<file path="src/sample_pkg.sv">
`default_nettype none

package sample_pkg;

  // sample path width.
  localparam int SAMPLE_W = 16;

  // storage depth and pointer width, depth is a power of two.
  localparam int FIFO_DEPTH = 32;
  localparam int PTR_W      = 5;

  // occupancy thresholds.
  localparam int AF_LEVEL = 28;  // almost_full at or above.
  localparam int AE_LEVEL = 4;   // almost_empty at or below.

  // one sample.
  typedef logic [SAMPLE_W-1:0] sample_t;

  // occupancy, 0 to FIFO_DEPTH inclusive.
  typedef logic [PTR_W:0] level_t;

  // saturating count of refused samples.
  typedef logic [15:0] drop_cnt_t;

  // completed bursts, wraps.
  typedef logic [7:0] burst_cnt_t;

  // fifo occupancy and flags.
  typedef struct packed {
    level_t level;
    logic   empty;
    logic   full;
    logic   almost_empty;
    logic   almost_full;
  } fifo_status_t;

  // one output beat.
  typedef struct packed {
    logic    valid;
    sample_t data;
  } out_beat_t;

  // drain controller states.
  typedef enum logic [0:0] {
    DRAIN_IDLE  = 1'b0,
    DRAIN_BURST = 1'b1
  } drain_state_e;

endpackage

`default_nettype wire

</file>
<file path="src/sample_fifo.sv">
`default_nettype none
`timescale 1ns/1ps

module sample_fifo (
  input  logic                      CLK,
  input  logic                      RESETN,
  input  logic                      wr_en,
  input  sample_pkg::sample_t       wr_data,
  input  logic                      rd_en,
  output sample_pkg::sample_t       rd_data,
  output sample_pkg::fifo_status_t  status
);

  sample_pkg::sample_t            mem [sample_pkg::FIFO_DEPTH];
  logic [sample_pkg::PTR_W-1:0]   wr_ptr;
  logic [sample_pkg::PTR_W-1:0]   rd_ptr;
  sample_pkg::level_t             level;

  // storage, no reset on the payload.
  always_ff @(posedge CLK) begin
    if (wr_en) begin
      mem[wr_ptr] <= wr_data;
    end
  end

  // write pointer wraps at the depth.
  always_ff @(posedge CLK) begin
    if (!RESETN) begin
      wr_ptr <= '0;
    end else if (wr_en) begin
      wr_ptr <= wr_ptr + 1'b1;
    end
  end

  always_ff @(posedge CLK) begin
    if (!RESETN) begin
      rd_ptr <= '0;
    end else if (rd_en) begin
      rd_ptr <= rd_ptr + 1'b1;
    end
  end

  // occupancy register.
  always_ff @(posedge CLK) begin
    if (!RESETN) begin
      level <= '0;
    end else begin
      case ({wr_en, rd_en})
        2'b10:   level <= level + 1'b1;
        2'b01:   level <= level - 1'b1;
        default: level <= level;  // idle or both.
      endcase
    end
  end

  // first word fall through.
  assign rd_data = mem[rd_ptr];

  // flags come from the count, not from the pointers.
  always_comb begin
    status.level        = level;
    status.empty        = (level == '0);
    status.full         = (level == sample_pkg::level_t'(sample_pkg::FIFO_DEPTH));
    status.almost_empty = (level <= sample_pkg::level_t'(sample_pkg::AE_LEVEL));
    status.almost_full  = (level >= sample_pkg::level_t'(sample_pkg::AF_LEVEL));
  end

endmodule

`default_nettype wire

</file>
<file path="src/ingress_ctrl.sv">
`default_nettype none
`timescale 1ns/1ps

module ingress_ctrl (
  input  logic                    CLK,
  input  logic                    RESETN,
  input  logic                    in_valid,
  input  sample_pkg::sample_t     in_data,
  input  logic                    full,
  input  logic                    clear_overflow,
  output logic                    wr_en,
  output sample_pkg::sample_t     wr_data,
  output sample_pkg::drop_cnt_t   drop_count,
  output logic                    overflow
);

  logic drop;

  // accept unless the fifo is full.
  assign wr_en   = in_valid & ~full;
  assign wr_data = in_data;
  assign drop    = in_valid & full;

  // refused samples, holds at the top value.
  always_ff @(posedge CLK) begin
    if (!RESETN) begin
      drop_count <= '0;
    end else if (drop && (drop_count != '1)) begin
      drop_count <= drop_count + 1'b1;
    end
  end

  // sticky flag.
  // a drop in the same cycle as the clear keeps it set.
  always_ff @(posedge CLK) begin
    if (!RESETN) begin
      overflow <= 1'b0;
    end else if (drop) begin
      overflow <= 1'b1;
    end else if (clear_overflow) begin
      overflow <= 1'b0;
    end
  end

endmodule

`default_nettype wire

</file>
<file path="src/burst_drain.sv">
`default_nettype none
`timescale 1ns/1ps

module burst_drain (
  input  logic                      CLK,
  input  logic                      RESETN,
  input  sample_pkg::fifo_status_t  status,
  input  sample_pkg::sample_t       rd_data,
  input  logic                      out_stall,
  output logic                      rd_en,
  output sample_pkg::out_beat_t     out_beat,
  output sample_pkg::burst_cnt_t    burst_count
);

  sample_pkg::drain_state_e  state;
  sample_pkg::drain_state_e  state_nxt;
  sample_pkg::level_t        level_after;
  logic                      burst_done;

  // read whenever bursting, not stalled and not empty.
  assign rd_en = (state == sample_pkg::DRAIN_BURST) & ~out_stall & ~status.empty;

  assign out_beat.valid = rd_en;
  assign out_beat.data  = rd_data;

  // occupancy once this read is taken.
  assign level_after = status.level - 1'b1;

  // burst ends on the read that reaches the low mark, or on empty.
  assign burst_done = (state == sample_pkg::DRAIN_BURST) &
                      ((rd_en & (level_after <= sample_pkg::level_t'(sample_pkg::AE_LEVEL))) |
                       status.empty);

  always_comb begin
    state_nxt = state;
    case (state)
      sample_pkg::DRAIN_IDLE: begin
        if (status.almost_full) begin
          state_nxt = sample_pkg::DRAIN_BURST;
        end
      end
      sample_pkg::DRAIN_BURST: begin
        if (burst_done) begin
          state_nxt = sample_pkg::DRAIN_IDLE;
        end
      end
      default: state_nxt = sample_pkg::DRAIN_IDLE;
    endcase
  end

  always_ff @(posedge CLK) begin
    if (!RESETN) begin
      state <= sample_pkg::DRAIN_IDLE;
    end else begin
      state <= state_nxt;
    end
  end

  // wraps.
  always_ff @(posedge CLK) begin
    if (!RESETN) begin
      burst_count <= '0;
    end else if (burst_done) begin
      burst_count <= burst_count + 1'b1;
    end
  end

endmodule

`default_nettype wire

</file>
<file path="src/sample_buffer_top.sv">
`default_nettype none
`timescale 1ns/1ps

module sample_buffer_top (
  input  logic                      CLK,
  input  logic                      RESETN,
  input  logic                      in_valid,
  input  sample_pkg::sample_t       in_data,
  input  logic                      clear_overflow,
  input  logic                      out_stall,
  output sample_pkg::out_beat_t     out_beat,
  output sample_pkg::fifo_status_t  status,
  output sample_pkg::drop_cnt_t     drop_count,
  output logic                      overflow,
  output sample_pkg::burst_cnt_t    burst_count
);

  logic                 wr_en;
  sample_pkg::sample_t  wr_data;
  logic                 rd_en;
  sample_pkg::sample_t  rd_data;

  ingress_ctrl u_ingress (
    .CLK            (CLK),
    .RESETN         (RESETN),
    .in_valid       (in_valid),
    .in_data        (in_data),
    .full           (status.full),
    .clear_overflow (clear_overflow),
    .wr_en          (wr_en),
    .wr_data        (wr_data),
    .drop_count     (drop_count),
    .overflow       (overflow)
  );

  // strobes arrive already guarded.
  sample_fifo u_fifo (
    .CLK     (CLK),
    .RESETN  (RESETN),
    .wr_en   (wr_en),
    .wr_data (wr_data),
    .rd_en   (rd_en),
    .rd_data (rd_data),
    .status  (status)
  );

  burst_drain u_drain (
    .CLK         (CLK),
    .RESETN      (RESETN),
    .status      (status),
    .rd_data     (rd_data),
    .out_stall   (out_stall),
    .rd_en       (rd_en),
    .out_beat    (out_beat),
    .burst_count (burst_count)
  );

endmodule

`default_nettype wire

</file>
<file path="config.mk">
export PLATFORM = sky130hd
export DESIGN_NAME = sample_buffer_top
export DESIGN_NICKNAME = d
export VERILOG_FILES = /design/src/sample_pkg.sv /design/src/sample_fifo.sv /design/src/ingress_ctrl.sv /design/src/burst_drain.sv /design/src/sample_buffer_top.sv
export SDC_FILE = /design/constraint.sdc
export NUM_CORES = 1
export LEC_CHECK = 0
export BUFFER_PORTS_ARGS = -buffer_cell sky130_fd_sc_hd__clkbuf_2
export CAP_MARGIN = 5
export CORE_MARGIN = 2
export CORE_UTILIZATION = 60
export DETAILED_ROUTE_END_ITERATION = 8
export PLACE_DENSITY = 0.77
export SETUP_SLACK_MARGIN = 0.5
export SYNTH_ARGS = -nofsm -noshare
export SYNTH_HDL_FRONTEND = slang
export SYNTH_SLANG_ARGS = --single-unit
</file>
<file path="constraint.sdc">
create_clock -name CLK -period 5.05 [get_ports CLK]
set_clock_uncertainty 0.15 [all_clocks]
set_input_delay 0.2525 -clock CLK [delete_from_list [all_inputs] [get_ports CLK]]
set_output_delay 0.2525 -clock CLK [all_outputs]
set_load 0.03 [all_outputs]
</file>
==> results.rst, run 1 <==
.. list-table::
   :header-rows: 1

   * - Metric
     - Value
   * - Count of input and output buffers
     - 72
   * - Nature of the critical path endpoint
     - primary output
   * - Per-cell routed wire length
     - 26.5 um
   * - Most frequent cell after synthesis
     - sky130_fd_sc_hd__edfxtp_1
   * - Share of final-layout standard cells stronger than drive strength 1
     - 26.1%
   * - Number of standard-cell rows in the floorplan
     - 70
   * - DP Area
     - 0.0230 mm2
   * - Final Slew Violations
     - 0
   * - Worst ir drop on vdd
     - 226 uV
   * - Worst slew margin relative to its limit
     - 21.4%
   * - Run status
     - finished, final reports clean
   * - Clk_lat worst skew
     - 0.58 ns
   * - Crit path kind
     - flop to primary output
   * - Die Width
     - 196 um
   * - Via count of the first global-routing pass
     - 10900
   * - Static power due to leakage
     - 7.74 nW
   * - Total via count in the routed design
     - 11000
   * - I/O pin total
     - 73
   * - Number of enable-type register cells in the synthesized netlist
     - 512
   * - Final worst setup slack
     - 1.23 ns
   * - Max Root-Sink Buffers
     - 3
   * - CTS Sinks
     - 559
   * - Final-report hold violation count
     - 0
   * - Worst setup SP type
     - flop
   * - Post-CTS setup buffer count
     - 0
   * - Fin Hold WS
     - 0.107 ns
   * - Top flip-flop cell by instance count after synthesis
     - sky130_fd_sc_hd__edfxtp_1
   * - Post-synth top cells
     - 512 x sky130_fd_sc_hd__edfxtp_1, 128 x sky130_fd_sc_hd__mux4_2, 77 x sky130_fd_sc_hd__mux2i_1, 60 x sky130_fd_sc_hd__nor2_1, 47 x sky130_fd_sc_hd__dfxtp_1
   * - Data arrival at the endpoint of the critical path
     - 3.42 ns
   * - Maximum number of pins on one net before global-route repair
     - 74
   * - Mean instance size in the synthesized netlist
     - 20.0 um2
   * - Worst-path cell chain
     - buf_12 > mux4_2 > mux2i_1 > a22o_1 > a221oi_1 > clkbuf_2
   * - Antenna violations before repair
     - 0
   * - Met1 Resource Use GR
     - 32.6%
   * - Master cell of the clock root buffer
     - sky130_fd_sc_hd__clkbuf_16
   * - Delay of the slowest cell on the worst path
     - 0.87 ns
   * - Path class of the lowest-slack min-delay path
     - input pin to flop
   * - Yosys top cell by area
     - sky130_fd_sc_hd__edfxtp_1
   * - Data required time at the worst endpoint
     - 4.65 ns
   * - Drt total wl
     - 45700 um
   * - DP Wirelength
     - 26100 um
   * - Count of TritonRoute iterations in the first routing pass
     - 5
   * - Clock-pin slew of the registers on the worst-case setup and hold paths
     - 0.07 ns
   * - Yosys warns
     - 0
   * - Slowest CP cell
     - sky130_fd_sc_hd__dfxtp_4
   * - Period utilisation layout
     - 75.7%
   * - Setup TNS
     - 0 ns
   * - Violation count after the first detailed-routing iteration
     - 860
   * - Global-route met3 utilization
     - 5.63%
   * - Wire length of the first global-routing pass
     - 68100 um
   * - Number of vias per cell after detailed routing
     - 6.38
   * - Starting Density
     - 60.6%
   * - Number of instances in the synthesized netlist
     - 1104
   * - Synth top area share
     - 69.8%
   * - Final nets
     - 1243
   * - Tmin final
     - 3.82 ns
   * - Filler cell count
     - 2263
   * - FFs w/ async S/R, synth
     - 0%
   * - Clock tree from TritonCTS
     - yes
   * - Ant. Diodes
     - 0
   * - Busiest layer in global routing
     - met2
   * - GR Util met2
     - 40.5%
   * - Worst-margin pin slew
     - 1.18 ns
   * - PwrDens
     - 367 mW/mm2
   * - Area contributors post-synth
     - sky130_fd_sc_hd__edfxtp_1 70%, sky130_fd_sc_hd__mux4_2 13%, sky130_fd_sc_hd__dfxtp_1 4.3%, sky130_fd_sc_hd__mux2i_1 3.5%, sky130_fd_sc_hd__nor2_1 1.0%
   * - Final standard cell area without fillers
     - 0.0247 mm2
   * - Syn-to-layout area delta
     - 12.0%
   * - GPL Wtd Cong
     - 0.831
   * - Setup slack at placement
     - 1.69 ns
   * - Count of max-cap constraint violations
     - 0
   * - TritonCTS Buffers
     - 54
   * - Global-route congestion overflow total
     - 0
   * - Final setup violating endpoints
     - 0
   * - RSZ-0062 raised after global routing
     - no
   * - H-Tree Depth
     - 2
   * - F_max
     - 262 MHz
   * - Overall Global Routing Usage
     - 24.4%
   * - Core Box Area
     - 0.0363 mm2
   * - Crit path max fanout
     - 42
   * - Distinct cells, synth
     - 55
   * - Share of synthesized area occupied by flip-flops and latches
     - 74.0%
   * - Area enclosed by the die boundary
     - 0.0383 mm2
   * - DRC Markers
     - 0
   * - Netlist area before placement
     - 0.0220 mm2
   * - Total of flip-flops plus latches after synthesis
     - 559
   * - Die extent in y
     - 196 um
   * - Number of nets still failing antenna checks after routing
     - 0
   * - Net count of the mapped netlist
     - 1136
[layout make-up]
class	instances	area, um2	share of cell area (%)
Sequential cell	559	16300	66.2
Multi-Input combinational cell	475	5400	21.9
Clock buffer	72	1460	5.92
Timing Repair Buffer	111	703	2.85
Tap cell	468	586	2.37
Clock inverter	27	156	0.634
Inverter	10	37.5	0.152
[registers in the layout, indices dropped and copies added (netlist names), named ones only]
signal and cells:
u_ingress.overflow 1, u_fifo.rd_ptr 5, u_fifo.wr_ptr 5, u_drain.state 1
u_fifo.level 6, u_fifo.mem 512, u_drain.burst_count 8, u_ingress.drop_count 16
[path summary, 6_finish.rpt]
path	from	end	slack, ns	cells past startpoint
worst max-delay path	flop	out_beat[2]	1.23	6
worst min-delay path	in_valid	u_fifo.wr_ptr[1]	0.11	4
worst max register to register	u_fifo.level[0]	u_fifo.mem[9][2]	1.66	7
worst min register to register	u_drain.burst_count[7]	u_drain.burst_count[7]	0.33	2
[what timing repair did]
item / CTS / global route
hold buffers: 2 / 0
endpoints found under the setup margin: 0 / 0
gates resized for setup: 0 / 0
hold endpoints to repair: 1 / 0
[report_power, final]
group / leakage [nW] / total (mW) / internal (mW) / switching (mW)
registers: 4.99 / 5.09 / 5.08 / 0.0136
logic: 1.94 / 0.252 / 0.0600 / 0.192
clock network: 0.797 / 3.71 / 2.08 / 1.63
total: 7.74 / 9.05 / 7.21 / 1.84
[layout by cell type (no fill, tap or decap), drive strengths merged, types with 3 or more instances in the layout]
| master | synthesis | routed |
|---|---|---|
| edfxtp | 512 | 512 |
| clkbuf | 24 | 144 |
| mux4 | 128 | 128 |
| mux2i | 77 | 77 |
| nor2 | 60 | 60 |
| dfxtp | 47 | 47 |
| buf | 36 | 37 |
| nand2 | 28 | 28 |
| clkinv | 1 | 24 |
| a22o | 16 | 16 |
| a221oi | 16 | 16 |
| nand3 | 14 | 14 |
| a21oi | 14 | 14 |
| nand2b | 13 | 13 |
| nand4 | 12 | 12 |
| ha | 11 | 11 |
| inv | 9 | 11 |
| xnor2 | 10 | 10 |
| xor2 | 8 | 8 |
| o21ai | 7 | 7 |
| nor4 | 6 | 6 |
| nor3 | 5 | 5 |
| and3 | 4 | 4 |
| nor2b | 4 | 4 |
| nand3b | 3 | 3 |
| o21a | 3 | 3 |
| and4 | 3 | 3 |
| o31ai | 3 | 3 |
| or4 | 3 | 3 |
| and2 | 3 | 3 |
| a211oi | 3 | 3 |
[routing by layer]
layer | share of wire (%) | vias up
met4 | 2.9 | 0
met1 | 38 | 5707
met2 | 51 | 451
met5 | 0 | -
li1 | - | 4745
met3 | 8.1 | 79
[stage by stage]
step	std cells	power, mW	utilization, %
6_report	1722	9.05	67.9
5_1_grt	1722	9.29	67.9
4_1_cts	1722	9.10	67.9
3_5_place_dp	1621	5.44	63.4
3_3_place_gp	1620	5.43	63.3
2_1_floorplan	1104	5.30	-
[critical path: cells and delay by family, from the launching register on]
kind                   cells  cell delay, ns
buffers and inverters      2            0.69
AOI/OAI and AO/OA          2            0.79
muxes                      2            0.42
DFF                        1            0.87
[kinds of logic after synthesis]
| family | after synthesis | share of synthesized area, % |
|---|---|---|
| AOI/OAI and AO/OA | 73 | 2.61 |
| xor gates and xnor gates | 18 | 0.715 |
| adders and majority gates | 11 | 0.625 |
| buffers and inverters | 70 | 1.44 |
| DFF | 559 | 74.0 |
| muxes | 205 | 16.6 |
| and+or+nand+nor | 168 | 3.98 |
(Power assumes the default switching activity.)
==> inputs of run 2 (changes only) <==
--- a/config.mk
+++ b/config.mk
@@ -8,9 +8,9 @@
 export BUFFER_PORTS_ARGS = -buffer_cell sky130_fd_sc_hd__clkbuf_2
 export CAP_MARGIN = 5
 export CORE_MARGIN = 2
-export CORE_UTILIZATION = 60
+export CORE_UTILIZATION = 56
 export DETAILED_ROUTE_END_ITERATION = 8
-export PLACE_DENSITY = 0.77
+export PLACE_DENSITY = 0.76
 export SETUP_SLACK_MARGIN = 0.5
 export SYNTH_ARGS = -nofsm -noshare
 export SYNTH_HDL_FRONTEND = slang
==> constraint.sdc (replaced) <==
create_clock -name CLK -period 3.4 [get_ports CLK]
set_clock_uncertainty 0.15 [all_clocks]
set_input_delay 0.17 -clock CLK [delete_from_list [all_inputs] [get_ports CLK]]
set_output_delay 0.17 -clock CLK [all_outputs]
set_load 0.03 [all_outputs]
==> run 2 against run 1 <==
Critical path depth increased by 2. Combinational power rose by 74%. Wire length rose by 12%. Power is 54% higher. Non-clock buffer count is 56 higher. Die area up 7.0%. Largest cell class unchanged. Count of clock-buffer cells in the layout is 3 higher. Critical path type unchanged. Sequential power grew 49%.
==> results.rst, run 2 (synthesized netlist as in run 1, its figures left out) <==
.. list-table::
   :header-rows: 1

   * - Metric
     - Value
   * - Run status
     - finished, final reports clean
   * - Nature of the critical path endpoint
     - primary output
   * - Wire length of the first global-routing pass
     - 74300 um
   * - Core Box Area
     - 0.0387 mm2
   * - Worst R2R Path Depth
     - 12
   * - Clock tree from TritonCTS
     - yes
   * - Final nets
     - 1299
   * - Static power due to leakage
     - 8.34 nW
   * - DRC Markers
     - 0
   * - Final Slew Violations
     - 0
   * - Top library cells by usage in the layout, fill and taps aside
     - 512 x sky130_fd_sc_hd__edfxtp_1, 128 x sky130_fd_sc_hd__mux4_2, 82 x sky130_fd_sc_hd__buf_4, 59 x sky130_fd_sc_hd__clkbuf_16, 56 x sky130_fd_sc_hd__clkbuf_2
   * - Maximum number of pins on one net before global-route repair
     - 64
   * - Largest registers
     - u_fifo.mem (512), u_ingress.drop_count (16), u_drain.burst_count (8)
   * - Worst setup SP type
     - flop
   * - Count of TritonRoute iterations in the first routing pass
     - 7
   * - GPL Wtd Cong
     - 0.848
   * - FF-to-FF setup slack
     - 0.65 ns
   * - Area enclosed by the die boundary
     - 0.0409 mm2
   * - I/O pin total
     - 73
   * - Max Root-Sink Buffers
     - 3
   * - Crit path max fanout
     - 8
   * - Global-route congestion overflow total
     - 0
   * - Path class of the lowest-slack min-delay path
     - input pin to flop
   * - Final setup violating endpoints
     - 0
   * - Drt total wl
     - 51200 um
   * - Master cell of the clock root buffer
     - sky130_fd_sc_hd__clkbuf_16
   * - Count of max-cap constraint violations
     - 0
   * - Antenna violations before repair
     - 0
   * - Ant. Diodes
     - 0
   * - Violation count after the first detailed-routing iteration
     - 1397
   * - Area occupied by registers
     - 0.0163 mm2
   * - Hold path endpoint
     - u_ingress.drop_count[2]
   * - Data required time at the worst endpoint
     - 3.08 ns
   * - TritonCTS Buffers
     - 54
   * - Setup TNS
     - 0 ns
   * - Number of standard-cell rows in the floorplan
     - 72
   * - Overall Global Routing Usage
     - 25.0%
   * - Via count of the first global-routing pass
     - 11500
   * - Register bank with the most flops
     - u_fifo.mem
   * - Startpoint of the worst-slack reg-to-reg timing path
     - u_fifo.level[1]
   * - Starting Density
     - 56.9%
   * - H-Tree Depth
     - 2
   * - Worst slew margin relative to its limit
     - 18.0%
   * - Data arrival at the endpoint of the critical path
     - 2.72 ns
   * - Number of vias per cell after detailed routing
     - 6.34
   * - Final-report hold violation count
     - 0
   * - Filler cell count
     - 2411
   * - Tmin final
     - 3.04 ns
   * - Min-Delay Path Depth
     - 4
   * - Per-cell routed wire length
     - 28.1 um
   * - Worst ir drop on vdd
     - 355 uV
   * - CTS Sinks
     - 559
   * - Area occupied by multi-input gates
     - 0.00583 mm2
   * - RSZ-0062 raised after global routing
     - yes
   * - Die extent in y
     - 202 um
   * - Clock-pin slew of the registers on the worst-case setup and hold paths
     - 0.06 ns
   * - Clk_lat worst skew
     - 0.59 ns
   * - Number of nets still failing antenna checks after routing
     - 0
   * - Die Width
     - 202 um
   * - Syn-to-layout area delta
     - 18.4%
   * - PwrDens
     - 534 mW/mm2
   * - Share of final-layout standard cells stronger than drive strength 1
     - 34.5%
   * - F_max
     - 329 MHz
   * - Beginning of the worst hold path
     - in_valid
   * - Flip-flop count of the largest register, all copies and words added
     - 512
   * - DP Wirelength
     - 28000 um
   * - Most common library cell in the layout ignoring fill and taps
     - sky130_fd_sc_hd__edfxtp_1
   * - Count of input and output buffers
     - 72
   * - Period utilisation layout
     - 89.4%
   * - Worst-margin pin slew
     - 1.23 ns
   * - End of the worst register-to-register path
     - u_fifo.level[3]
   * - Crit path kind
     - flop to primary output
   * - Layout Utilization
     - 67.3%
   * - Total via count in the routed design
     - 11600
[run 2: cell count changes in the layout (fill, tap and decap cells not counted), moves of 6 or more]
| cell | before | now |
|---|---|---|
| sky130_fd_sc_hd__nor2_2 | 0 | 6 |
| sky130_fd_sc_hd__clkbuf_2 | 72 | 56 |
| sky130_fd_sc_hd__clkinv_2 | 12 | 6 |
| sky130_fd_sc_hd__a221oi_2 | 0 | 12 |
| sky130_fd_sc_hd__mux2i_2 | 0 | 16 |
| sky130_fd_sc_hd__nor2_1 | 60 | 54 |
| sky130_fd_sc_hd__a221oi_1 | 16 | 3 |
| sky130_fd_sc_hd__a22o_1 | 16 | 10 |
| sky130_fd_sc_hd__buf_12 | 3 | 10 |
| sky130_fd_sc_hd__buf_16 | 0 | 9 |
| sky130_fd_sc_hd__buf_4 | 33 | 82 |
| sky130_fd_sc_hd__mux2i_1 | 77 | 46 |
| sky130_fd_sc_hd__mux2i_4 | 0 | 15 |
[run 2: how the worst max path moves through the flow]
stage,from,to,slack (ns)
detailed placement,u_fifo.level[0],u_fifo.level[3],0.53
global placement,u_fifo.level[0],u_fifo.level[3],0.60
floorplan,u_fifo.level[0],u_fifo.mem[31][0],0.33
finish,flop,out_beat[11],0.36
global route,flop,out_beat[7],0.30
CTS,flop,out_beat[9],0.37
[run 2: area by class of cell]
class / count / area share, %
inverters: 10 / 0.144
well taps: 518 / 2.49
repair buffers: 167 / 5.68
clock inverters: 20 / 0.777
clock buffers: 75 / 5.96
flip-flops and latches: 559 / 62.6
multi-input cells: 475 / 22.3
[run 2: routing by layer]
layer,GRT usage [%],up-vias,part of all wire (%)
met2,41.5,599,51
met5,0,-,0
met3,5.34,82,8.6
li1,-,4859,-
met4,8.11,0,2.8
met1,33.5,6029,37
[run 2: critical path: stages, from the launching register on]
cell	delay (ns)
sky130_fd_sc_hd__dfxtp_4	0.37
sky130_fd_sc_hd__buf_12	0.18
sky130_fd_sc_hd__buf_12	0.12
sky130_fd_sc_hd__buf_16	0.13
sky130_fd_sc_hd__mux4_2	0.53
sky130_fd_sc_hd__mux2i_4	0.22
sky130_fd_sc_hd__a22o_1	0.25
sky130_fd_sc_hd__a221oi_1	0.08
sky130_fd_sc_hd__buf_4	0.24
[run 2: per-stage QoR]
step                      setup WS, ns  hold slack (ns)  instances  total power [mW]  cell area (um2)
final                            0.361           0.0409       1824              13.9            26100
after global routing             0.302           0.0556       1824              14.3            26100
after CTS                        0.373          0.00759       1813              14.0            25800
after detailed placement         0.534            0.296       1697              8.09            23300
after global placement           0.604            0.283       1697              8.07            23300
after floorplan                  0.328            0.119       1104              7.88            22000
[run 2: where the power goes]
part | internal [mW] | switching (mW) | leakage (nW) | total, mW
Clock | 3.48 | 2.44 | 0.857 | 5.92
Sequential | 7.54 | 0.0218 | 5.00 | 7.56
Combinational | 0.126 | 0.313 | 2.48 | 0.439
[run 2: repair_timing]
action	CTS	global route
hold endpoints to repair	1	0
endpoints found under the setup margin	16	431
setup buffers	14	9
hold buffers	2	0
gates resized for setup	76	54
gates cloned	5	2
==> inputs of run 3 (changes only) <==
--- a/config.mk
+++ b/config.mk
@@ -8,10 +8,11 @@
 export BUFFER_PORTS_ARGS = -buffer_cell sky130_fd_sc_hd__clkbuf_2
 export CAP_MARGIN = 5
 export CORE_MARGIN = 2
-export CORE_UTILIZATION = 56
+export CORE_UTILIZATION = 50
 export DETAILED_ROUTE_END_ITERATION = 8
-export PLACE_DENSITY = 0.76
+export PLACE_DENSITY = 0.69
 export SETUP_SLACK_MARGIN = 0.5
+export SKIP_LAST_GASP = 1
 export SYNTH_ARGS = -nofsm -noshare
 export SYNTH_HDL_FRONTEND = slang
 export SYNTH_SLANG_ARGS = --single-unit
==> run 3 against run 2 <==
Core utilization shrank 6.6 points. Sequential cell count stayed put. Count of clock-buffer cells in the layout up 4. Worst hold slack improved by 0.0066 ns. Combinational power down 3%. Highest routed layer unchanged.
==> results.rst, run 3 (synthesized netlist as in run 1, its figures left out) <==
.. list-table::
   :header-rows: 1

   * - Metric
     - Value
   * - Final-report hold violation count
     - 0
   * - I/O pin total
     - 73
   * - Delay of the slowest cell on the worst path
     - 0.55 ns
   * - Period utilisation layout
     - 89.1%
   * - Data required time at the worst endpoint
     - 3.08 ns
   * - F_max
     - 330 MHz
   * - Count of max-cap constraint violations
     - 0
   * - Maximum number of pins on one net before global-route repair
     - 39
   * - Final worst setup slack
     - 0.372 ns
   * - RSZ-0062 raised after global routing
     - yes
   * - Worst-margin pin slew
     - 1.13 ns
   * - Starting Density
     - 50.9%
   * - Wire length of the first global-routing pass
     - 72000 um
   * - Worst Path Buf+Inv
     - 3
   * - Final standard cell area without fillers
     - 0.0263 mm2
   * - Number of standard-cell rows in the floorplan
     - 76
   * - Master cell of the clock root buffer
     - sky130_fd_sc_hd__clkbuf_16
   * - Static power due to leakage
     - 8.31 nW
   * - Path class of the lowest-slack min-delay path
     - input pin to flop
   * - PwrDens
     - 529 mW/mm2
   * - Worst-path cell chain
     - buf_12 > buf_16 > mux4_2 > mux2i_2 > a22o_2 > a221oi_1 > clkbuf_4
   * - Beginning of the worst hold path
     - RESETN
   * - Run status
     - finished, final reports clean
   * - Slowest CP cell
     - sky130_fd_sc_hd__mux4_2
   * - End of the worst register-to-register path
     - u_fifo.mem[27][15]
   * - Number of nets still failing antenna checks after routing
     - 0
   * - GPL Wtd Cong
     - 0.845
   * - DP Wirelength
     - 28100 um
   * - Worst setup SP type
     - flop
   * - Crit path max fanout
     - 11
   * - Number of vias per cell after detailed routing
     - 5.91
   * - Die extent in y
     - 214 um
   * - Overall Global Routing Usage
     - 21.4%
   * - Setup TNS
     - 0 ns
   * - Per-cell routed wire length
     - 25.8 um
   * - Total via count in the routed design
     - 11200
   * - Violation count after the first detailed-routing iteration
     - 1163
   * - Share of final-layout standard cells stronger than drive strength 1
     - 34.1%
   * - Count of input and output buffers
     - 72
   * - Nature of the critical path endpoint
     - primary output
   * - Startpoint of the worst-slack reg-to-reg timing path
     - u_fifo.level[0]
   * - Register bank with the most flops
     - u_fifo.mem
   * - H-Tree Depth
     - 2
   * - Area enclosed by the die boundary
     - 0.0458 mm2
   * - DP Area
     - 0.0234 mm2
   * - FF-to-FF setup slack
     - 0.71 ns
   * - Worst R2R Path Depth
     - 8
   * - Min-Delay Path Depth
     - 3
   * - Core Box Area
     - 0.0433 mm2
   * - Data arrival at the endpoint of the critical path
     - 2.71 ns
   * - Clock-pin slew of the registers on the worst-case setup and hold paths
     - 0.06 ns
   * - Clock tree from TritonCTS
     - yes
   * - Final nets
     - 1295
   * - Drt total wl
     - 48900 um
   * - Worst slew margin relative to its limit
     - 24.4%
   * - Most common library cell in the layout ignoring fill and taps
     - sky130_fd_sc_hd__edfxtp_1
   * - Die Width
     - 214 um
   * - Clk_lat worst skew
     - 0.60 ns
   * - Tmin final
     - 3.03 ns
   * - Fin Hold WS
     - 0.0475 ns
   * - Via count of the first global-routing pass
     - 11200
   * - Crit path kind
     - flop to primary output
   * - TritonCTS Buffers
     - 55
   * - Syn-to-layout area delta
     - 19.2%
   * - Count of TritonRoute iterations in the first routing pass
     - 5
   * - Flip-flop count of the largest register, all copies and words added
     - 512
   * - CTS Sinks
     - 559
   * - Hold path endpoint
     - u_drain.burst_count[6]
   * - Power after layout
     - 13.9 mW
   * - Largest registers
     - u_fifo.mem (512), u_ingress.drop_count (16), u_drain.burst_count (8)
   * - Final setup violating endpoints
     - 0
   * - Largest delay contributor family on the critical path
     - multiplexers
   * - Top library cells by usage in the layout, fill and taps aside
     - 512 x sky130_fd_sc_hd__edfxtp_1, 128 x sky130_fd_sc_hd__mux4_2, 74 x sky130_fd_sc_hd__buf_4, 58 x sky130_fd_sc_hd__clkbuf_16, 56 x sky130_fd_sc_hd__clkbuf_2
   * - DRC Markers
     - 0
   * - Global-route congestion overflow total
     - 0
   * - Setup slack at placement
     - 0.330 ns
   * - Max Root-Sink Buffers
     - 3
   * - Antenna violations before repair
     - 1
   * - Worst ir drop on vdd
     - 357 uV
   * - Final Slew Violations
     - 0
-- run 3: tightest hold or removal path, cell delays in order --
cell and delay, ns:
sky130_fd_sc_hd__clkbuf_2 0.35, sky130_fd_sc_hd__nand2_1 0.17, sky130_fd_sc_hd__mux2i_1 0.05
-- run 3: report_power, final --
part	switching (mW)	leakage, nW	internal [mW]
combinational	0.309	2.46	0.118
sequential	0.0192	4.99	7.54
clock	2.44	0.851	3.47
total	2.77	8.31	11.1
-- run 3: what timing repair did --
item	in CTS	in global routing
resized for setup	97	34
pin swaps	0	2
hold buffers	3	0
gates cloned	8	1
setup buffers	13	9
endpoints found under the hold margin	4	0
endpoints found under the setup margin	296	367
-- run 3: worst max-delay path by stage --
stage / depth (start not counted) / startpoint / slack (ns) / end
6_report: 7 / flop / 0.37 / out_beat[11]
2_1_floorplan: 7 / u_fifo.level[0] / 0.33 / u_fifo.mem[31][0]
3_3_place_gp: 7 / u_fifo.level[0] / 0.43 / u_fifo.mem[24][1]
4_1_cts: 3 / flop / 0.34 / out_beat[8]
3_5_place_dp: 7 / u_fifo.level[0] / 0.33 / u_fifo.mem[0][1]
5_1_grt: 7 / flop / 0.34 / out_beat[11]
-- run 3: cell type report --
cell class	instances	area, um2
Inverter	10	37.5
Sequential cell	559	16300
Tap cell	585	732
Clock inverter	22	205
Multi-Input combinational cell	475	5900
Antenna cell	2	5.00
Fill cell	3054	17000
Timing Repair Buffer	162	1500
Clock buffer	79	1560
-- run 3: metrics by stage --
stage | util, % | instances
finish | 60.7 | 1894
global route | 60.7 | 1892
CTS | 60.2 | 1882
detailed placement | 54.1 | 1757
global placement | 54.1 | 1757
floorplan | - | 1104
-- run 3: layer usage --
layer / share of wire [%] / GRT usage, % / vias to the layer above
met5: 0 / 0 / -
met1: 42 / 30.1 / 5849
met3: 7.0 / 3.93 / 58
li1: - / - / 4863
met2: 49 / 34.7 / 416
met4: 1.8 / 5.62 / 0
